<file path="src/verilog/wht_settings.svh">
// sizes and widths of the WHT denoiser; include wherever the macros are needed
`ifndef WHT_SETTINGS_SVH
`define WHT_SETTINGS_SVH

// pixels per column
`define WHT_POINTS 16

// radix-2 stages, log2 of the point count
`define WHT_STAGES 4

// input pixel, sign bit plus 12 integer bits
`define WHT_PIX_W 13

// one bit of growth per stage, so no stage can overflow
`define WHT_COEF_W (`WHT_PIX_W + `WHT_STAGES)

// unsigned threshold on coefficient magnitude
`define WHT_TH_W 16

// kept count, 0 to 16
`define WHT_CNT_W 5

`endif
</file>
<file path="src/verilog/wht_pkg.sv">
// types shared by the WHT pipeline and its testbench, used by scoped name
`include "wht_settings.svh"

package wht_pkg;

    // signed input pixel
    typedef logic signed [`WHT_PIX_W-1:0] pix_t;

    // signed transform coefficient, full output width
    typedef logic signed [`WHT_COEF_W-1:0] coef_t;

    // unsigned magnitude threshold
    typedef logic [`WHT_TH_W-1:0] thresh_t;

    // number of coefficients kept in one block
    typedef logic [`WHT_CNT_W-1:0] kept_cnt_t;

    // one input column
    typedef struct packed {
        logic                         valid;
        pix_t [`WHT_POINTS-1:0]       pix;
    } col_in_t;

    // column between butterfly stages and into the thresholder
    typedef struct packed {
        logic                         valid;
        coef_t [`WHT_POINTS-1:0]      coef;
    } stage_t;

    // denoised column with its kept count
    typedef struct packed {
        logic                         valid;
        coef_t [`WHT_POINTS-1:0]      coef;
        kept_cnt_t                    kept_cnt;
    } col_out_t;

endpackage

</file>
<file path="src/verilog/wht_denoise_top.sv">
// 16-point WHT denoiser top, five-cycle fixed latency, one column per cycle
`include "wht_settings.svh"

module wht_denoise_top (
    input  logic               clk,
    input  logic               rst_n,
    input  wht_pkg::thresh_t   hard_th,
    input  wht_pkg::col_in_t   col_in,
    output wht_pkg::col_out_t  col_out
);

    // input column widened to coefficient width
    wht_pkg::stage_t col_wide;

    // outputs of the four butterfly stages
    wht_pkg::stage_t stg1;
    wht_pkg::stage_t stg2;
    wht_pkg::stage_t stg3;
    wht_pkg::stage_t stg4;

    // sign extension, pix_t is signed so the cast extends the sign bit
    always_comb begin
        col_wide.valid = col_in.valid;
        for (int i = 0; i < `WHT_POINTS; i++) begin
            col_wide.coef[i] = wht_pkg::coef_t'(col_in.pix[i]);
        end
    end

    wht_butterfly_stage #(
        .SPAN (1)
    ) u_stage0 (
        .clk       (clk),
        .rst_n     (rst_n),
        .stage_in  (col_wide),
        .stage_out (stg1)
    );

    wht_butterfly_stage #(
        .SPAN (2)
    ) u_stage1 (
        .clk       (clk),
        .rst_n     (rst_n),
        .stage_in  (stg1),
        .stage_out (stg2)
    );

    wht_butterfly_stage #(
        .SPAN (4)
    ) u_stage2 (
        .clk       (clk),
        .rst_n     (rst_n),
        .stage_in  (stg2),
        .stage_out (stg3)
    );

    wht_butterfly_stage #(
        .SPAN (8)
    ) u_stage3 (
        .clk       (clk),
        .rst_n     (rst_n),
        .stage_in  (stg3),
        .stage_out (stg4)
    );

    // coefficients arrive in natural Hadamard order
    wht_hard_threshold u_threshold (
        .clk     (clk),
        .rst_n   (rst_n),
        .hard_th (hard_th),
        .coefs   (stg4),
        .col_out (col_out)
    );

endmodule

</file>
<file path="src/verilog/wht_hard_threshold.sv">
// hard thresholding of one transformed column, counts kept coefficients, one cycle
`include "wht_settings.svh"

module wht_hard_threshold (
    input  logic               clk,
    input  logic               rst_n,
    input  wht_pkg::thresh_t   hard_th,
    input  wht_pkg::stage_t    coefs,
    output wht_pkg::col_out_t  col_out
);

    localparam int NODES = 2 * `WHT_POINTS - 1;

    logic [`WHT_COEF_W-1:0]  mag [`WHT_POINTS];
    logic [`WHT_POINTS-1:0]  keep;

    // root of the adder tree over the keep flags
    wht_pkg::kept_cnt_t      kept_sum;

    // number of nonzero coefficients in a registered column
    function automatic wht_pkg::kept_cnt_t nonzero_cnt(input wht_pkg::col_out_t blk);
        wht_pkg::kept_cnt_t n;
        n = '0;
        for (int i = 0; i < `WHT_POINTS; i++) begin
            if (blk.coef[i] != '0) begin
                n = n + 1'b1;
            end
        end
        return n;
    endfunction

    genvar i;
    generate
        for (i = 0; i < `WHT_POINTS; i = i + 1) begin : g_mag
            // full width magnitude, the most negative sum still fits unsigned
            assign mag[i] = coefs.coef[i][`WHT_COEF_W-1] ? $unsigned(-coefs.coef[i])
                                                       : $unsigned(coefs.coef[i]);
            assign keep[i] = mag[i] > {1'b0, hard_th};
        end
    endgenerate

    // heap-ordered adder tree, leaves from POINTS-1 up, root at 0
    always_comb begin
        wht_pkg::kept_cnt_t node [NODES];
        for (int n = 0; n < `WHT_POINTS; n++) begin
            node[`WHT_POINTS-1+n] = wht_pkg::kept_cnt_t'(keep[n]);
        end
        for (int n = `WHT_POINTS - 2; n >= 0; n--) begin
            node[n] = node[2*n+1] + node[2*n+2];
        end
        kept_sum = node[0];
    end

    always_ff @(posedge clk or negedge rst_n) begin
        if (!rst_n) begin
            col_out <= '0;
        end else begin
            col_out.valid <= coefs.valid;
            if (coefs.valid) begin
                for (int k = 0; k < `WHT_POINTS; k++) begin
                    col_out.coef[k] <= keep[k] ? coefs.coef[k] : '0;
                end
                col_out.kept_cnt <= kept_sum;
            end
        end
    end

    // never more kept than there are points
    a_cnt_range: assert property (
        @(posedge clk) disable iff (!rst_n)
        col_out.kept_cnt <= `WHT_POINTS
    ) else $error("kept count %0d exceeds block size", col_out.kept_cnt);

    // count must match the surviving coefficients, so no zeroed entry is counted
    a_cnt_matches: assert property (
        @(posedge clk) disable iff (!rst_n)
        col_out.valid |-> col_out.kept_cnt == nonzero_cnt(col_out)
    ) else $error("kept count %0d disagrees with nonzero outputs %0d",
                  col_out.kept_cnt, nonzero_cnt(col_out));

endmodule

</file>
<file path="src/verilog/wht_butterfly_stage.sv">
// one registered radix-2 WHT stage; instantiate once per span 1, 2, 4, 8
`include "wht_settings.svh"

module wht_butterfly_stage #(
    parameter int SPAN = 1
) (
    input  logic             clk,
    input  logic             rst_n,
    input  wht_pkg::stage_t  stage_in,
    output wht_pkg::stage_t  stage_out
);

    localparam int PAIRS = `WHT_POINTS / 2;

    // next value of every element, sum on the low index, difference on the high
    wht_pkg::coef_t [`WHT_POINTS-1:0] bfly;

    genvar p;
    generate
        for (p = 0; p < PAIRS; p = p + 1) begin : g_pair
            // low index has bit SPAN clear
            localparam int LO = (p / SPAN) * 2 * SPAN + (p % SPAN);
            localparam int HI = LO + SPAN;

            assign bfly[LO] = stage_in.coef[LO] + stage_in.coef[HI];
            assign bfly[HI] = stage_in.coef[LO] - stage_in.coef[HI];
        end
    endgenerate

    // valid follows input every cycle, data only loads on a valid column
    always_ff @(posedge clk or negedge rst_n) begin
        if (!rst_n) begin
            stage_out <= '0;
        end else begin
            stage_out.valid <= stage_in.valid;
            if (stage_in.valid) begin
                stage_out.coef <= bfly;
            end
        end
    end

    // downstream stages load on this flag, an X here corrupts the rest of the pipe
    a_valid_known: assert property (
        @(posedge clk) disable iff (!rst_n)
        !$isunknown(stage_out.valid)
    ) else $error("butterfly stage span %0d: valid is unknown", SPAN);

endmodule

</file>
<file path="config.mk">
export PLATFORM = sky130hd
export DESIGN_NAME = wht_denoise_top
export DESIGN_NICKNAME = d
export VERILOG_FILES = /design/src/verilog/wht_pkg.sv /design/src/verilog/wht_denoise_top.sv /design/src/verilog/wht_hard_threshold.sv /design/src/verilog/wht_butterfly_stage.sv
export VERILOG_INCLUDE_DIRS = /design/src /design/src/verilog
export SDC_FILE = /design/constraint.sdc
export NUM_CORES = 2
export LEC_CHECK = 0
export BUFFER_PORTS_ARGS = -buffer_cell sky130_fd_sc_hd__buf_2
export CORE_UTILIZATION = 50
export DETAILED_ROUTE_END_ITERATION = 16
export PLACE_DENSITY = 0.82
export SLEW_MARGIN = 15
export SYNTH_ARGS = -nofsm -noshare
export SYNTH_HDL_FRONTEND = slang
export SYNTH_HIERARCHICAL = 1
export SYNTH_SLANG_ARGS = --single-unit
</file>
<file path="constraint.sdc">
create_clock -name clk -period 6.37 [get_ports clk]
set_clock_uncertainty 0.15 [all_clocks]
set_input_delay 0.3185 -clock clk [delete_from_list [all_inputs] [get_ports clk]]
set_output_delay 0.3185 -clock clk [all_outputs]
set_load 0.05 [all_outputs]
</file>
# After elaboration in Yosys (flattened, before gate mapping)
# Cells that the tools add are included.
[totals]
reg_bits = 1370
latch_bits = 0
ramBits = 0
romBits = 0
in_bits = 227
n_memories = 0
[classes]
add_sub_neg = 95
multipliers = 0
div_mod_pow = 0
magnitude_cmp = 16
eq_ne = 0
shift = 0
mux = 32
n_bitwise = 0
n_reduce_logical = 0
[op_table]
columns = ["op", "n"]
rows = [
  ["$mux W17", 32],
  ["$add A17 B17 Y17", 24],
  ["$sub A17 B17 Y17", 24],
  ["$gt A17 B16 Y1", 16],
  ["$neg A17 Y17", 16],
  ["$add A13 B13 Y14", 8],
  ["$sub A13 B13 Y14", 8],
  ["$add A5 B5 Y5", 7],
  ["$add A1 B1 Y2", 8],
]

# Depth between registers and ports, before layout
[depth]
depth_word = 7
depth_mapped = 26

# Modules after synthesis
# The synthesis kept the hierarchy.
[modules_own_cells]
columns = ["mod", "n_inst", "cells_per_inst", "area_each_um2", "seq_area_each_um2"]
rows = [
  ["wht_butterfly_stage at u_stage2", 1, 2689, 22889.5, 6631.4],
  ["wht_butterfly_stage at u_stage1", 1, 2716, 22878.2, 6631.4],
  ["wht_butterfly_stage at u_stage0", 1, 2670, 22651.7, 6631.4],
  ["wht_butterfly_stage at u_stage3", 1, 2571, 21951.1, 6631.4],
  ["wht_hard_threshold", 1, 2365, 21824.7, 6956.7],
]

# Least setup slack after synthesis
# Ideal clock, no wire load.
[synth_path]
kind = "register to register"
from = "register u_stage3/stage_out[119] (netlist bit)"
to = "register, netlist name u_threshold/col_out[1]"
setup_time_ns = 0.125
arrival_time_ns = 6.478
required_ns = 6.095
path_slack_ns = -0.382
stages_incl_launch_ff = 23
path_buffers = 1
synth_period_minus_slack_ns = 6.752
cell_sequence = "dfrtp_1 > inv_1 > ha_1 > nand3b_1 > or4_1 > or3_1 > o31ai_1 > xnor2_1 > ha_1 > and3_1 > a211oi_1 > o21ai_1 > or4_1 > a21oi_1 > clkbuf_1 > fa_1 > fa_1 > fa_1 > inv_1 > fa_1 > ha_1 > fa_1 > mux2_2"
[synth_between]
elab_chain_cells = 7
[synth_lines]
columns = ["item", "line_no", "source"]
rows = [
  ["start, declared", "wht_butterfly_stage.sv:10", "output wht_pkg::stage_t stage_out"],
  ["$neg A17 Y17", "wht_hard_threshold.sv:36", "assign mag[i] = coefs.coef[i][`WHT_COEF_W-1] ? $unsigned(-coefs.coef[i])"],
  ["$mux W17 *", "wht_hard_threshold.sv:36", ""],
  ["$gt A17 B16 Y1 *", "wht_hard_threshold.sv:38", "assign keep[i] = mag[i] > {1'b0, hard_th};"],
  ["$add A1 B1 Y2 *", "wht_hard_threshold.sv:49", "node[n] = node[2*n+1] + node[2*n+2];"],
  ["$add A5 B5 Y5 * (3 in series)", "wht_hard_threshold.sv:49", ""],
  ["net u_threshold.kept_sum[1]", "wht_hard_threshold.sv:18", "wht_pkg::kept_cnt_t kept_sum;"],
]
# The timed path passes the listed nets; every way through them passes the cells marked *.
# A chain may end at the register's enable or synchronous reset.

# Worst setup path in the final report
[layout_path]
from = "register u_stage3/stage_out[120] (netlist bit)"
to = "register, netlist name u_threshold/col_out[1]"
[layout_between]
elab_chain_cells = 7
[layout_lines]
columns = ["item", "line_no"]
rows = [
  ["$neg A17 Y17", "wht_hard_threshold.sv:36"],
  ["$mux W17 *", "wht_hard_threshold.sv:36"],
  ["$gt A17 B16 Y1 *", "wht_hard_threshold.sv:38"],
  ["$add A1 B1 Y2 *", "wht_hard_threshold.sv:49"],
  ["$add A5 B5 Y5 * (3 in series)", "wht_hard_threshold.sv:49"],
  ["net u_threshold.kept_sum[1]", "wht_hard_threshold.sv:18"],
]
# Marked as above.

==> summary.txt <==
GRT
  – Antenna violations before repair: 18
  – Largest net degree at the start of global routing: 191
  – Vias in the first global route: 89730
  – Remaining global-route overflow: 0
  – Gr usage total: 30.87%
  – Global-route wire length before repair: 546.5 mm

Floorplan
  – Ports: 505
  – Chip width: between 400 and 500 µm
  – Die Span Y: 475.7 µm
  – Initial Utilization: between 50% and 60%
  – # rows: 173
  – Core footprint: 0.2225 mm²
  – Die ar.: ~0.23 mm²

Route
  – Total wire length: 360.7 mm
  – Starting DRT DRC Count: 12240
  – Post-DRT Antenna Nets: 0
  – Drt pass-1 iters: 7
  – DR DRC count: 0
  – Routed WL per cell: around 22 µm
  – Via count: 100100
  – Number of vias per cell: 6.102

Clock tree
  – Clk buf depth: 3
  – Worst skew pair latency: roughly 840 ps
  – Clock sink total: about 1300
  – CTS root buf: clkbuf_16
  – H-tree depth reported by CTS: 4
  – CTS Buf Count: about 150
  – CTS tree: yes
  – Reg clk slew, reported paths: 70 ps

Cells and area
  – Fillers: 19740
  – Multi-input gate area: 0.07203 mm²
  – Share of layout cells above drive strength 1: 11.26%
  – Final core utilization: 55.73%
  – Final Cell Area: 0.1240 mm²
  – Most frequent cells in the layout: dfrtp_1, ha_1, nor2_1
  – Finished Layout Cells: 16400
  – Area delta synth->final: 10.52%
  – Nets: 14900
  – Reg area: around 0.033 mm²
  – Leading cell type in the layout, fill and taps excluded: dfrtp_1

Synth
  – Post-synth EDFFs: 0
  – Sequential fraction of the synthesis area: 29.84%
  – Mapped cell area: between 0.1 and 0.15 mm²
  – Cells after Synth: 13010
  – Yosys reg bits: 1338
  – Top_reg_cell synth: dfrtp_1
  – Yosys cell types: approximately 120
  – Net count after synthesis: between 10000 and 15000
  – Fraction of registers with async set/reset: 100.0%
  – Synth warn: 6
  – Mean area per synthesized cell: about 8.6 µm²

Critical path
  – Slowest-stage cell, CP: fa_1
  – Crit start category: register
  – Reg2reg start: u_stage3/stage_out[120]
  – Worst Setup Path Type: register to register
  – CP most frequent cell: fa_2
  – CP Max Fanout: 2
  – Worst reg-to-reg setup slack: 30 ps
  – Crit. End Element: register
  – Largest stage delay on the critical path: 570 ps
  – Cell Chain, Critical Path: inv_2 -> ha_4 -> nand3b_1 -> or4_4 -> or3_4 -> o31ai_4 -> xnor2_1 -> ha_1 -> nand3_2 -> nor4_1 -> a21boi_1 -> or4_4 -> a21oi_4 -> fa_1 -> fa_2 -> fa_2 -> inv_2 -> fa_2 -> ha_4 -> fa_2 -> mux2_4
  – Worst Path Arrival: 6910 ps
  – CP Launch Point: u_stage3/stage_out[120]
  – WP data required: 6950 ps

STA
  – Fmax achieved: 157.8 MHz
  – WHS: 29.47 ps
  – Final period utilization: 99.46%
  – Worst Tran Pin Value: between 1000 and 1500 ps
  – Final setup viols: 0
  – RSZ-0062 raised after global routing: yes
  – Fin. max-slew vios: 0
  – Final min period: 6336 ps
  – Final hold vios: 0
  – Relative slew slack: between 20% and 30%

Status
  – Status: finished clean

Place
  – IO buf count: 504
  – Gp weighted congestion: around 1
  – HPWL after DPL: 280.3 mm
  – Placed cell count: 15960
  – Placed Area: 0.1171 mm²

Run
  – Max_cap viols: 0

Min path
  – Hold Path Class: input pin to asynchronous set/reset pin
## cell type report
cell class                      instances  share of cell area, %
Clock inverter                         74                 0.7023
Multi-Input combinational cell       9900                  58.09
Tap cell                             2975                  3.002
Antenna cell                            4               0.008072
Clock buffer                          202                  3.362
Inverter                             1079                  3.278
Sequential cell                      1338                  27.01
Timing Repair Buffer                  828                  4.548
## metrics by stage
stage               setup slack [ps]  setup TNS (ps)
floorplan                      35.19               0
global placement              -66.71          -193.6
detailed placement            -125.6          -412.2
CTS                            5.748               0
global route                  -129.1          -335.3
finish                         34.36               0
## synthesized netlist by cell type, drive strengths merged, types with 191 or more instances
cell | n | area [µm²]
dfrtp | 1338 | 33480
ha | 1301 | 16280
nor2 | 1203 | 4526
a21oi | 1130 | 5674
inv | 1071 | 4020
xnor2 | 854 | 7480
nand2 | 785 | 2947
o21ai | 625 | 3139
clkbuf | 498 | 1871
mux2 | 407 | 4591
nor3 | 249 | 1246
nand3 | 246 | 1231
nor2b | 222 | 1404
o31ai | 211 | 1664
a21o | 198 | 1486
buf | 196 | 1039
nand2b | 191 | 1197
## routing by layer
layer,track usage [%],up-vias,share of wire (%)
met1,45.63,48200,45
met5,0,-,0.023
met4,11.60,14,4.0
met2,44.76,4818,42
li1,-,46420,-
met3,4.968,629,9.6
## kinds of logic (layout without fill, tap and decap cells)
family / count (synthesis) / after routing / share of synthesized area [%]
compound gates: 3540 / 3540 / 20.76
xor+xnor: 998 / 998 / 7.791
mux: 449 / 449 / 4.466
flops: 1338 / 1338 / 29.84
buf+inv: 1773 / 2183 / 6.203
fa+ha+maj: 1375 / 1375 / 15.83
other cells: 0 / 4 / 0
simple gates: 3538 / 3538 / 15.10
## worst max-delay path: cells and delay by family, from the launching register on
| family | cells | cell delay (ps) |
|---|---|---|
| flops | 1 | 390 |
| compound gates | 3 | 460 |
| buf+inv | 2 | 130 |
| simple gates | 6 | 1550 |
| fa+ha+maj | 8 | 3150 |
| xor+xnor | 1 | 110 |
| mux | 1 | 260 |
## final timing paths
kind | to | cells past startpoint
worst max-delay path | u_threshold/col_out[1] | 21
worst min-delay path | u_stage0/stage_out[124] | 3
worst max register to register | u_threshold/col_out[1] | 21
worst min register to register | u_threshold/col_out[219] | 1
max in group asynchronous | u_stage3/stage_out[104] | 4
min in group clk | u_stage0/stage_out[67] | 4
## flip-flops by register name, summed over array words and instances (netlist names)
signal	count
u_threshold/col_out	278
u_stage0/stage_out	265
u_stage1/stage_out	265
u_stage2/stage_out	265
u_stage3/stage_out	265
## timing repair
action | CTS | global route
setup endpoints to repair | 4 | 4
hold buffers | 155 | 0
resized for setup | 22 | 27
buffers inserted | 7 | 2
pin swaps | 10 | 16
endpoints found under the hold margin | 435 | 0
Power is not shown: default switching activity piles up to over one toggle a cycle in this logic, so the estimate is an artifact.
